**config.mk**
```make
export PLATFORM = sky130hd
export DESIGN_NAME = mips_core
export DESIGN_NICKNAME = d
export VERILOG_FILES = /design/src/logic/mips_pkg.sv /design/src/logic/mips_ctrl_if.sv /design/src/logic/mips_control.sv /design/src/logic/mips_datapath.sv /design/src/logic/mips_bus_master.sv /design/src/logic/mips_core.sv
export VERILOG_INCLUDE_DIRS = /design/src /design/src/logic
export SDC_FILE = /design/constraint.sdc
export NUM_CORES = 2
export LEC_CHECK = 0
export BUFFER_PORTS_ARGS = -buffer_cell sky130_fd_sc_hd__buf_2
export CORE_MARGIN = 4
export CORE_UTILIZATION = 25
export CTS_BUF_LIST = sky130_fd_sc_hd__clkbuf_2
export DETAILED_ROUTE_END_ITERATION = 7
export PLACE_DENSITY = 0.49
export SYNTH_ARGS = -nofsm -noshare
export SYNTH_HDL_FRONTEND = slang
export SYNTH_HIERARCHICAL = 1
export SYNTH_SLANG_ARGS = --single-unit
```
**constraint.sdc**
```tcl
create_clock -name clk -period 7 [get_ports clk]
set_input_delay 1.05 -clock clk [delete_from_list [all_inputs] [get_ports clk]]
set_output_delay 1.05 -clock clk [all_outputs]
set_load 0.05 [all_outputs]
```
**src/logic/mips_defs.svh**
```systemverilog
`ifndef MIPS_DEFS_SVH
`define MIPS_DEFS_SVH

// Word and register file geometry
`define MIPS_DATA_W     32
`define MIPS_REG_COUNT  32

// First fetch after reset, and the store address that ends a run
`define MIPS_RESET_PC   32'h0040_0000
`define MIPS_HALT_ADDR  32'h1001_0ffc

// ALU request coming out of the control word
`define MIPS_ALUOP_ADD   2'd0
`define MIPS_ALUOP_SUB   2'd1
`define MIPS_ALUOP_FUNCT 2'd2

// Second ALU operand select
`define MIPS_SRCB_REG    3'd0
`define MIPS_SRCB_FOUR   3'd1
`define MIPS_SRCB_IMM    3'd2
`define MIPS_SRCB_IMM_SH 3'd3
`define MIPS_SRCB_SHAMT  3'd4

// Next PC select
`define MIPS_PCSRC_ALU    2'd0
`define MIPS_PCSRC_ALUOUT 2'd1
`define MIPS_PCSRC_JUMP   2'd2

`endif

```
**src/logic/mips_pkg.sv**
```systemverilog
package mips_pkg;

	// Primary opcodes of the supported subset
	typedef enum logic [5:0] {
		op_rtype = 6'h00,
		op_j     = 6'h02,
		op_beq   = 6'h04,
		op_addi  = 6'h08,
		op_lw    = 6'h23,
		op_sw    = 6'h2b
	} opcode_e;

	// R-type function field
	typedef enum logic [5:0] {
		fn_sll = 6'h00,
		fn_add = 6'h20,
		fn_sub = 6'h22,
		fn_and = 6'h24,
		fn_or  = 6'h25,
		fn_slt = 6'h2a
	} funct_e;

	typedef enum logic [2:0] {
		alu_add,
		alu_sub,
		alu_and,
		alu_or,
		alu_slt,
		alu_sll
	} alu_op_e;

	typedef enum logic [2:0] {
		st_fetch,
		st_decode,
		st_exec,
		st_mem,
		st_wb,
		st_brj
	} ctrl_state_e;

	// One control word per FSM state
	typedef struct packed {
		logic       ir_write;
		logic       pc_write;
		logic       pc_write_cond;
		logic       iord;
		logic       reg_dst;
		logic       mem_to_reg;
		logic       reg_write;
		logic       alu_src_a;
		logic [2:0] alu_src_b;
		logic [1:0] alu_op;
		logic [1:0] pc_source;
	} ctrl_word_t;

endpackage

```
**src/logic/mips_ctrl_if.sv**
```systemverilog
`timescale 1ns/10ps

interface mips_ctrl_if;
	import mips_pkg::*;

	// Control to datapath
	ctrl_word_t ctrl;

	// Decode fields and compare result back to the FSM
	opcode_e    op;
	funct_e     funct;
	logic       zero;

	modport control (
		output ctrl,
		input  op,
		input  funct,
		input  zero
	);

	modport datapath (
		input  ctrl,
		output op,
		output funct,
		output zero
	);

endinterface

```
**src/logic/mips_control.sv**
```systemverilog
`timescale 1ns/10ps
`include "mips_defs.svh"

module mips_control (
	input  logic         clk,
	input  logic         rst_n,
	mips_ctrl_if.control ctrl,
	output logic         mem_req,
	output logic         mem_we,
	input  logic         mem_done
);
	import mips_pkg::*;

	ctrl_state_e state;
	ctrl_state_e state_nxt;
	ctrl_word_t  cw;

	assign ctrl.ctrl = cw;

	//////////////////////////////////////////////////
	// State sequencing
	//////////////////////////////////////////////////

	always_ff @(posedge clk) begin
		if (!rst_n) begin
			state <= st_fetch;
		end else begin
			state <= state_nxt;
		end
	end

	always_comb begin
		state_nxt = state;
		unique case (state)
			st_fetch: begin
				if (mem_done) state_nxt = st_decode;
			end
			st_decode: begin
				unique case (ctrl.op)
					op_rtype, op_addi, op_lw, op_sw: state_nxt = st_exec;
					op_beq, op_j: state_nxt = st_brj;
					// Unsupported opcode, skip it
					default: state_nxt = st_fetch;
				endcase
			end
			st_exec: begin
				if (ctrl.op == op_lw || ctrl.op == op_sw) state_nxt = st_mem;
				else state_nxt = st_wb;
			end
			st_mem: begin
				if (mem_done) state_nxt = (ctrl.op == op_lw) ? st_wb : st_fetch;
			end
			st_wb: state_nxt = st_fetch;
			st_brj: state_nxt = st_fetch;
			default: state_nxt = st_fetch;
		endcase
	end

	//////////////////////////////////////////////////
	// Control word per state
	//////////////////////////////////////////////////

	always_comb begin
		cw = '0;
		mem_req = 1'b0;
		mem_we = 1'b0;
		unique case (state)
			st_fetch: begin
				// PC+4 goes back into PC as the word arrives
				mem_req = 1'b1;
				cw.alu_src_b = `MIPS_SRCB_FOUR;
				cw.ir_write = mem_done;
				cw.pc_write = mem_done;
			end
			st_decode: begin
				// Branch target lands in ALUOut
				cw.alu_src_b = `MIPS_SRCB_IMM_SH;
			end
			st_exec: begin
				cw.alu_src_a = 1'b1;
				if (ctrl.op == op_rtype) begin
					cw.alu_op = `MIPS_ALUOP_FUNCT;
					cw.alu_src_b = (ctrl.funct == fn_sll) ? `MIPS_SRCB_SHAMT : `MIPS_SRCB_REG;
				end else begin
					cw.alu_src_b = `MIPS_SRCB_IMM;
				end
			end
			st_mem: begin
				// Keep the address computation so ALUOut holds still
				mem_req = 1'b1;
				mem_we = (ctrl.op == op_sw);
				cw.iord = 1'b1;
				cw.alu_src_a = 1'b1;
				cw.alu_src_b = `MIPS_SRCB_IMM;
			end
			st_wb: begin
				cw.reg_write = 1'b1;
				cw.reg_dst = (ctrl.op == op_rtype);
				cw.mem_to_reg = (ctrl.op == op_lw);
			end
			st_brj: begin
				cw.alu_src_a = 1'b1;
				cw.alu_op = `MIPS_ALUOP_SUB;
				if (ctrl.op == op_j) begin
					cw.pc_write = 1'b1;
					cw.pc_source = `MIPS_PCSRC_JUMP;
				end else begin
					cw.pc_write_cond = 1'b1;
					cw.pc_source = `MIPS_PCSRC_ALUOUT;
				end
			end
			default: cw = '0;
		endcase
	end

	//////////////////////////////////////////////////
	// Checks
	//////////////////////////////////////////////////

	req_held_a: assert property (@(posedge clk) disable iff (!rst_n)
		mem_req && !mem_done |=> mem_req)
		else $error("mem_req dropped before mem_done");

	ir_reg_excl_a: assert property (@(posedge clk) disable iff (!rst_n)
		!(cw.ir_write && cw.reg_write))
		else $error("ir_write and reg_write both high");

	known_op_a: assert property (@(posedge clk) disable iff (!rst_n)
		state == st_decode |-> ctrl.op inside {op_rtype, op_addi, op_lw, op_sw, op_beq, op_j})
		else $error("unknown opcode %h", ctrl.op);

	// Compare operands must come from written registers
	zero_known_a: assert property (@(posedge clk) disable iff (!rst_n)
		state == st_brj |-> !$isunknown(ctrl.zero))
		else $error("branch compare on undefined operands");

endmodule

```
**src/logic/mips_datapath.sv**
```systemverilog
`timescale 1ns/10ps
`include "mips_defs.svh"

module mips_datapath (
	input  logic                    clk,
	input  logic                    rst_n,
	mips_ctrl_if.datapath           ctrl,
	input  logic                    mem_done,
	input  logic [`MIPS_DATA_W-1:0] mem_rdata,
	output logic [`MIPS_DATA_W-1:0] mem_addr,
	output logic [`MIPS_DATA_W-1:0] mem_wdata
);
	import mips_pkg::*;

	localparam int REG_AW = $clog2(`MIPS_REG_COUNT);

	logic [`MIPS_DATA_W-1:0] pc_q;
	logic [`MIPS_DATA_W-1:0] ir_q;
	logic [`MIPS_DATA_W-1:0] mdr_q;
	logic [`MIPS_DATA_W-1:0] a_q;
	logic [`MIPS_DATA_W-1:0] b_q;
	logic [`MIPS_DATA_W-1:0] alu_out_q;
	logic [`MIPS_DATA_W-1:0] regs [`MIPS_REG_COUNT];

	logic [REG_AW-1:0]       rs;
	logic [REG_AW-1:0]       rt;
	logic [REG_AW-1:0]       rd;
	logic [REG_AW-1:0]       wr_addr;
	logic [`MIPS_DATA_W-1:0] rd_data1;
	logic [`MIPS_DATA_W-1:0] rd_data2;
	logic [`MIPS_DATA_W-1:0] wr_data;
	logic [`MIPS_DATA_W-1:0] imm_ext;
	logic [`MIPS_DATA_W-1:0] imm_sh;
	logic [`MIPS_DATA_W-1:0] shamt_ext;
	logic [`MIPS_DATA_W-1:0] jump_addr;
	logic [`MIPS_DATA_W-1:0] alu_a;
	logic [`MIPS_DATA_W-1:0] alu_b;
	logic [`MIPS_DATA_W-1:0] alu_y;
	logic [`MIPS_DATA_W-1:0] pc_next;
	logic                    alu_zero;
	logic                    pc_en;
	funct_e                  fn;
	alu_op_e                 alu_fn;

	//////////////////////////////////////////////////
	// Instruction fields
	//////////////////////////////////////////////////

	assign rs = ir_q[25:21];
	assign rt = ir_q[20:16];
	assign rd = ir_q[15:11];
	assign fn = funct_e'(ir_q[5:0]);

	assign ctrl.op = opcode_e'(ir_q[31:26]);
	assign ctrl.funct = fn;

	assign imm_ext = {{(`MIPS_DATA_W-16){ir_q[15]}}, ir_q[15:0]};
	assign imm_sh = {imm_ext[`MIPS_DATA_W-3:0], 2'b00};
	assign shamt_ext = {{(`MIPS_DATA_W-5){1'b0}}, ir_q[10:6]};
	// PC already points past the jump here
	assign jump_addr = {pc_q[31:28], ir_q[25:0], 2'b00};

	//////////////////////////////////////////////////
	// Architectural and staging registers
	//////////////////////////////////////////////////

	always_ff @(posedge clk) begin
		if (!rst_n) begin
			pc_q <= `MIPS_RESET_PC;
		end else if (pc_en) begin
			pc_q <= pc_next;
		end
	end

	always_ff @(posedge clk) begin
		if (ctrl.ctrl.ir_write) ir_q <= mem_rdata;
		if (mem_done && ctrl.ctrl.iord) mdr_q <= mem_rdata;
		a_q <= rd_data1;
		b_q <= rd_data2;
		alu_out_q <= alu_y;
	end

	// Register file, r0 never written and reads as zero
	assign wr_addr = ctrl.ctrl.reg_dst ? rd : rt;
	assign wr_data = ctrl.ctrl.mem_to_reg ? mdr_q : alu_out_q;

	always_ff @(posedge clk) begin
		if (ctrl.ctrl.reg_write && wr_addr != '0) regs[wr_addr] <= wr_data;
	end

	assign rd_data1 = (rs == '0) ? '0 : regs[rs];
	assign rd_data2 = (rt == '0) ? '0 : regs[rt];

	//////////////////////////////////////////////////
	// ALU
	//////////////////////////////////////////////////

	assign alu_a = ctrl.ctrl.alu_src_a ? a_q : pc_q;

	always_comb begin
		unique case (ctrl.ctrl.alu_src_b)
			`MIPS_SRCB_REG:    alu_b = b_q;
			`MIPS_SRCB_FOUR:   alu_b = `MIPS_DATA_W'(4);
			`MIPS_SRCB_IMM:    alu_b = imm_ext;
			`MIPS_SRCB_IMM_SH: alu_b = imm_sh;
			`MIPS_SRCB_SHAMT:  alu_b = shamt_ext;
			default:           alu_b = b_q;
		endcase
	end

	always_comb begin
		alu_fn = alu_add;
		if (ctrl.ctrl.alu_op == `MIPS_ALUOP_SUB) begin
			alu_fn = alu_sub;
		end else if (ctrl.ctrl.alu_op == `MIPS_ALUOP_FUNCT) begin
			unique case (fn)
				fn_sub:  alu_fn = alu_sub;
				fn_and:  alu_fn = alu_and;
				fn_or:   alu_fn = alu_or;
				fn_slt:  alu_fn = alu_slt;
				fn_sll:  alu_fn = alu_sll;
				default: alu_fn = alu_add;
			endcase
		end
	end

	always_comb begin
		unique case (alu_fn)
			alu_sub: alu_y = alu_a - alu_b;
			alu_and: alu_y = alu_a & alu_b;
			alu_or:  alu_y = alu_a | alu_b;
			alu_slt: alu_y = {{(`MIPS_DATA_W-1){1'b0}}, $signed(alu_a) < $signed(alu_b)};
			// sll shifts rt, which sits in B, by the shamt operand
			alu_sll: alu_y = b_q << alu_b[4:0];
			default: alu_y = alu_a + alu_b;
		endcase
	end

	assign alu_zero = (alu_y == '0);
	assign ctrl.zero = alu_zero;

	// Next PC
	always_comb begin
		unique case (ctrl.ctrl.pc_source)
			`MIPS_PCSRC_ALUOUT: pc_next = alu_out_q;
			`MIPS_PCSRC_JUMP:   pc_next = jump_addr;
			default:            pc_next = alu_y;
		endcase
	end

	assign pc_en = ctrl.ctrl.pc_write | (ctrl.ctrl.pc_write_cond & alu_zero);

	assign mem_addr = ctrl.ctrl.iord ? alu_out_q : pc_q;
	assign mem_wdata = b_q;

endmodule

```
**src/logic/mips_bus_master.sv**
```systemverilog
`timescale 1ns/10ps
`include "mips_defs.svh"

module mips_bus_master (
	input  logic                      clk,
	input  logic                      rst_n,
	input  logic                      mem_req,
	input  logic                      mem_we,
	input  logic [`MIPS_DATA_W-1:0]   mem_addr,
	input  logic [`MIPS_DATA_W-1:0]   mem_wdata,
	output logic                      mem_done,
	output logic [`MIPS_DATA_W-1:0]   mem_rdata,
	output logic                      wb_cyc,
	output logic                      wb_stb,
	output logic                      wb_we,
	output logic [`MIPS_DATA_W-1:0]   wb_adr,
	output logic [`MIPS_DATA_W-1:0]   wb_dat_w,
	output logic [`MIPS_DATA_W/8-1:0] wb_sel,
	input  logic [`MIPS_DATA_W-1:0]   wb_dat_r,
	input  logic                      wb_ack
);

	// Cycle opens on a request while idle and closes on ack
	always_ff @(posedge clk) begin
		if (!rst_n) begin
			wb_cyc <= 1'b0;
			wb_stb <= 1'b0;
			wb_we <= 1'b0;
		end else if (wb_cyc) begin
			if (wb_ack) begin
				wb_cyc <= 1'b0;
				wb_stb <= 1'b0;
				wb_we <= 1'b0;
			end
		end else if (mem_req) begin
			wb_cyc <= 1'b1;
			wb_stb <= 1'b1;
			wb_we <= mem_we;
		end
	end

	// Address and data only load as a cycle opens
	always_ff @(posedge clk) begin
		if (!wb_cyc && mem_req) begin
			wb_adr <= mem_addr;
			wb_dat_w <= mem_wdata;
		end
	end

	assign wb_sel = '1;
	assign mem_done = wb_cyc & wb_ack;
	assign mem_rdata = wb_dat_r;

	stable_a: assert property (@(posedge clk) disable iff (!rst_n)
		wb_stb && !wb_ack |=> $stable(wb_adr) && $stable(wb_we) && $stable(wb_dat_w))
		else $error("Wishbone request changed before ack");

	stb_cyc_a: assert property (@(posedge clk) disable iff (!rst_n)
		wb_stb |-> wb_cyc)
		else $error("stb high without cyc");

endmodule

```
**src/logic/mips_core.sv**
```systemverilog
`timescale 1ns/10ps
`include "mips_defs.svh"

module mips_core (
	input  logic                      clk,
	input  logic                      rst_n,
	output logic                      wb_cyc,
	output logic                      wb_stb,
	output logic                      wb_we,
	output logic [`MIPS_DATA_W-1:0]   wb_adr,
	output logic [`MIPS_DATA_W-1:0]   wb_dat_w,
	output logic [`MIPS_DATA_W/8-1:0] wb_sel,
	input  logic [`MIPS_DATA_W-1:0]   wb_dat_r,
	input  logic                      wb_ack
);

	logic                    mem_req;
	logic                    mem_we;
	logic                    mem_done;
	logic [`MIPS_DATA_W-1:0] mem_addr;
	logic [`MIPS_DATA_W-1:0] mem_wdata;
	logic [`MIPS_DATA_W-1:0] mem_rdata;

	mips_ctrl_if ctrl_if ();

	mips_control control_i (
		.clk      (clk),
		.rst_n    (rst_n),
		.ctrl     (ctrl_if),
		.mem_req  (mem_req),
		.mem_we   (mem_we),
		.mem_done (mem_done)
	);

	mips_datapath datapath_i (
		.clk       (clk),
		.rst_n     (rst_n),
		.ctrl      (ctrl_if),
		.mem_done  (mem_done),
		.mem_rdata (mem_rdata),
		.mem_addr  (mem_addr),
		.mem_wdata (mem_wdata)
	);

	// Fetch and data accesses share the one bus
	mips_bus_master bus_master_i (
		.clk       (clk),
		.rst_n     (rst_n),
		.mem_req   (mem_req),
		.mem_we    (mem_we),
		.mem_addr  (mem_addr),
		.mem_wdata (mem_wdata),
		.mem_done  (mem_done),
		.mem_rdata (mem_rdata),
		.wb_cyc    (wb_cyc),
		.wb_stb    (wb_stb),
		.wb_we     (wb_we),
		.wb_adr    (wb_adr),
		.wb_dat_w  (wb_dat_w),
		.wb_sel    (wb_sel),
		.wb_dat_r  (wb_dat_r),
		.wb_ack    (wb_ack)
	);

endmodule

```
**Word-level counts from Yosys, hierarchy flattened**

Memories as Yosys holds them, arrays and structs flattened. A register that Yosys moved wholly into a read port is not among the register bits.
Index checks and enable logic that the tools add are counted.

- Memories: 1
- Register bits after elaboration: 198
- Input port bits: 35
- Output and inout bits: 71
- Logic and storage cells: 115
- Memory bits (writable): 1024

- $add $sub $neg: 2
- Eq/ne operators: 30
- Bitwise gates (word level): 6
- $lt $le $gt $ge: 1
- Shift operators: 1
- Muxes and demuxes: 43
- Reductions and logical operators: 20

Memory list:

| name | words | bits a word | read ports | clocked after Yosys merged registers in | write ports | RTL line | source |
|---|---|---|---|---|---|---|---|
| datapath_i.regs | 32 | 32 | 2 | 2 | 1 | mips_datapath.sv:23 | `` logic [`MIPS_DATA_W-1:0] regs [`MIPS_REG_COUNT]; `` |

Operator list:

| kind | number |
|---|---|
| 32-bit one-hot mux with 5 select lines | 1 |
| 32-bit one-hot mux with 4 select lines | 1 |
| 32-bit two-way mux | 3 |
| 32-bit one-hot mux with 2 select lines | 1 |
| 6-bit == test (second input constant) | 6 |
| 32-bit adder | 1 |
| 32-bit bitwise AND | 1 |
| 32-bit zero test | 1 |
| 32-bit < comparator | 1 |
| 32-bit OR | 1 |
| 32-bit by 5-bit left shift with 32-bit output | 1 |
| 32-bit subtractor | 1 |
| 3-bit two-way mux | 9 |
| 3-bit one-hot mux with 4 select lines | 2 |
| 3-bit by 2-bit == test with 1-bit output (second input constant) | 6 |
| 1-bit two-way mux | 18 |
| 3-bit == test (second input constant) | 5 |
| 3-bit one-hot mux with 5 select lines | 1 |
| 6-bit zero test | 2 |
| 5-bit zero test | 2 |
| 3-bit by 1-bit == test with 1-bit output (second input constant) | 3 |
| 6-bit by 2-bit == test with 1-bit output (second input constant) | 1 |
| 6-bit by 3-bit == test with 1-bit output (second input constant) | 1 |
| 6-bit by 4-bit == test with 1-bit output (second input constant) | 1 |
| other kinds (22) | 33 |

**Longest topological paths before layout**

- Depth after elaboration: 12
- Depth in mapped cells: 27
- Depth with buffers taken out: 22

**Modules after synthesis**

Netlist, hierarchy kept.

By module, submodules not included:

| module | instances | area an instance (sq um) | cells an instance |
|---|---|---|---|
| mips_datapath | 1 | 62994.2 | 4471 |
| mips_bus_master | 1 | 2322.2 | 113 |
| mips_control | 1 | 389.1 | 57 |

**Worst setup path before layout**

Ideal clock, no wire load.

- Path kind: register to register
- From: reg datapath_i.ir_q[29]
- To: reg datapath_i.pc_q[29]
- Stages on the path, launching flop included: 27
- Library setup time: 0.119 ns
- Slack: 0.631 ns
- Path buffers: 6
- Clock period less this slack: 6.369 ns
- Arrival time: 6.251 ns
- Cells stage by stage: edfxtp_1 > buf_4 > or3_4 > or4_4 > a21oi_1 > nor2_1 > buf_4 > or3_1 > nand2_2 > a21o_4 > buf_2 > clkbuf_1 > ha_1 > buf_2 > nand2b_1 > a2111oi_0 > o21ai_0 > a211oi_1 > nor2_1 > o31ai_1 > mux2i_1 > o311ai_1 > a2111oi_2 > and4_4 > a31oi_4 > buf_6 > o221a_1

RTL lines:

| what | RTL line | source |
|---|---|---|
| start, declared | mips_datapath.sv:18 | `` logic [`MIPS_DATA_W-1:0] ir_q; `` |
| start signal, assigned | mips_datapath.sv:76 | `if (ctrl.ctrl.ir_write) ir_q <= mem_rdata;` |
| end signal, assigned | mips_datapath.sv:69 | `` pc_q <= `MIPS_RESET_PC; `` |
| end signal, assigned | mips_datapath.sv:71 | `pc_q <= pc_next;` |
| end, declared | mips_datapath.sv:17 | `` logic [`MIPS_DATA_W-1:0] pc_q; `` |

==> out/metrics.yaml <==
drv_cap: 0
firstDrtPassIters: 5
fp.dieH_um: 521
grt_antenna_before_repair: 27
cts_buffers: 362
whs_ns: 0.261
core_um2: 261000
gp_congestion: 0.978
internal_power_uw: 11400
cts_tree: "built"
die_x_um: 521
r2r_cells: 24
p_comb_share_pct: 12.5
num-fill-cells: 26700
dp_cells: 8094
min_period_over_period_pct: 96.9
clk_pin_slew_worst_paths_ns: 0.11
num_vias: 46900
fin_nets: 5166
drtIter0Drc: 5416
crit_buf_inv: 3
placed_area_um2: 71100
seq_power_share_pct: 54.1
crit_cells: 24
swShare_pct: 29.9
clock.fmax_ghz: 0.147
leakage_uw: 0.0254
powerDensity_nw_per_um2: 216
post-route-drc-count: 0
totalWireLength_mm: 267
skew_ns: 0.302
clockBufferDepth: 4
syn2layout_area_growth_pct: 14.3
cpMaxStageDelayCell: "fa_1"
numClockSinks: 1286
start_util_pct: 25.2
utilization_pct: 28.8
fin_ws_ns: 0.215
drive_gt1_share_pct: 30.1
relSlewSlack_pct: 11.2
max_stage_delay_ns: 0.50
wl_per_cell_um: 30.3
grt_max_degree: 90
yosysWarningCount: 6
maxSlewViolCount: 0
post-place-ws_ns: 0.147
finalNonFillerCells: 8800
postRouteAntennaNets: 0
critPathTopFamily: "simple AND/OR/NAND/NOR gates"
min_path_cells: 2
status: "completed"
first_global_vias: 46100
clock_latency_ns: 1.88
clockRootBuffer: "clkbuf_2"
netlist_area_um2: 65700
ios: 106
tightest_slew_ns: 1.33
finalSetupViolCount: 0
crit_chain: "or3_4, or4_4, a21oi_1, nor2_1, buf_4, nand3b_1, a2bb2oi_4, nand2_4, ha_1, inv_1, fa_1, a211o_1, nand4_1, a31oi_4, o211a_1, nor2_1, o2111ai_1, nand3_1, o211ai_1, nor4_1, and4_4, a31oi_4, buf_12, mux2i_1"
h-tree-depth: 5
avgSynthCellArea_um2: 14.2
groute.usage.overall_pct: 19.0
hold_viol: 0
die-area_um2: 271000
cp_max_fo: 16
fin_crit_ns: 6.78
clock_power_share_pct: 33.4
cp.required_ns: 8.47
power.switching_uw: 4840
critPathLaunchType: "flop"
path_class: "reg -> reg"
grt_pass1_wl_mm: 366
hold_path_class: "in -> reg"
fin_area_um2: 75100
port-buffer-count: 101
arrival_ns: 8.26
vias_per_cell: 5.34
fp-row-count: 187
end_kind: "flop"
gr-total-overflow: 0
ir_drop_uv: 123
netlist_instances: 4640
place_hpwl_mm: 171
[power groups by stage]
stage	sequential [uW]	clock [uW]	combinational [uW]
2_1_floorplan	8950	0	1090
3_3_place_gp	8930	0	1960
3_5_place_dp	8930	0	1960
4_1_cts	8750	5620	2000
5_1_grt	8760	6040	2130
6_report	8750	5410	2030
[layout by cell type (no fill, tap or decap), drive strengths merged, types with 13 or more instances in the layout]
master and n:
edfxtp 1152, clkbuf 547, mux4 366, mux2i 342, buf 330, a21oi 285, nor2 221, mux2 196
o21ai 171, nand2 153, dfxtp 134, o22ai 114, inv 114, nand3 99, ha 98, o221ai 94
nor3 82, clkinv 70, dlygate4sd3 65, o211ai 54, a211oi 42, a221oi 37, conb 36, nand2b 35
nand4 34, xnor2 31, o21a 30, nor2b 29, a31oi 28, a221o 26, nor4 20, a21o 19
a211o 18, and2 18, or3 14, diode 13
[through the flow]
stage                     setup TNS [ns]  total power (uW)
after floorplan                        0             10000
after global placement                 0             10900
after detailed placement               0             10900
after CTS                              0             16400
after global routing             -0.0124             16900
final                                  0             16200
[worst reg2reg max path: stages, from the launching register on]
cell and delay (ns):
edfxtp_1 0.44, or3_4 0.42, or4_4 0.47, a21oi_1 0.17
nor2_1 0.14, buf_4 0.23, nand3b_1 0.28, a2bb2oi_4 0.22
nand2_4 0.20, ha_1 0.21, inv_1 0.06, fa_1 0.50
a211o_1 0.40, nand4_1 0.20, a31oi_4 0.15, o211a_1 0.26
nor2_1 0.38, o2111ai_1 0.23, nand3_1 0.27, o211ai_1 0.21
nor4_1 0.23, and4_4 0.30, a31oi_4 0.14, buf_12 0.22
mux2i_1 0.14
[what timing repair did]
action,in CTS,in global routing
setup endpoints to repair,23,32
hold endpoints to repair,101,0
buffers inserted,0,4
pin swaps,0,3
hold buffers,65,0
resized for setup,4,31
[layout make-up]
class | count | area [um2] | share of cell area, %
sequential | 1286 | 37300 | 49.7
multi-input combinational | 2877 | 26800 | 35.7
tap | 3496 | 4370 | 5.83
timing repair buffer | 395 | 3050 | 4.07
clock buffer | 547 | 2740 | 3.65
inverter | 109 | 409 | 0.545
clock inverter | 77 | 370 | 0.493
antenna | 13 | 32.5 | 0.0433
[path summary, 6_finish.rpt]
| check | from | to | slack [ns] |
|---|---|---|---|
| worst max-delay path | datapath_i/ir_q[29] | datapath_i/pc_q[13] | 0.22 |
| worst min-delay path | wb_dat_r[12] | datapath_i/ir_q[12] | 0.26 |
| worst max register to register | datapath_i/ir_q[29] | datapath_i/pc_q[13] | 0.22 |
| worst min register to register | datapath_i/pc_q[9] | datapath_i/pc_q[9] | 0.48 |
[registers in the layout (all words and copies together), names as in the netlist]
name / count
bus_master_i/wb_adr: 32
bus_master_i/wb_cyc: 1
bus_master_i/wb_dat_w: 32
bus_master_i/wb_stb: 1
bus_master_i/wb_we: 1
control_i/state: 3
datapath_i/a_q: 32
datapath_i/alu_out_q: 32
datapath_i/ir_q: 32
datapath_i/mdr_q: 32
datapath_i/mem_wdata: 32
datapath_i/pc_q: 32
datapath_i/regs: 1024
[per-layer routing]
| metal | wire length, um | global-route usage, % |
|---|---|---|
| met5 | 0 | 0 |
| met4 | 9890 | 6.97 |
| met3 | 22200 | 3.79 |
| met2 | 122000 | 29.8 |
| met1 | 112000 | 26.0 |
Power figures use the tool's default switching activity.
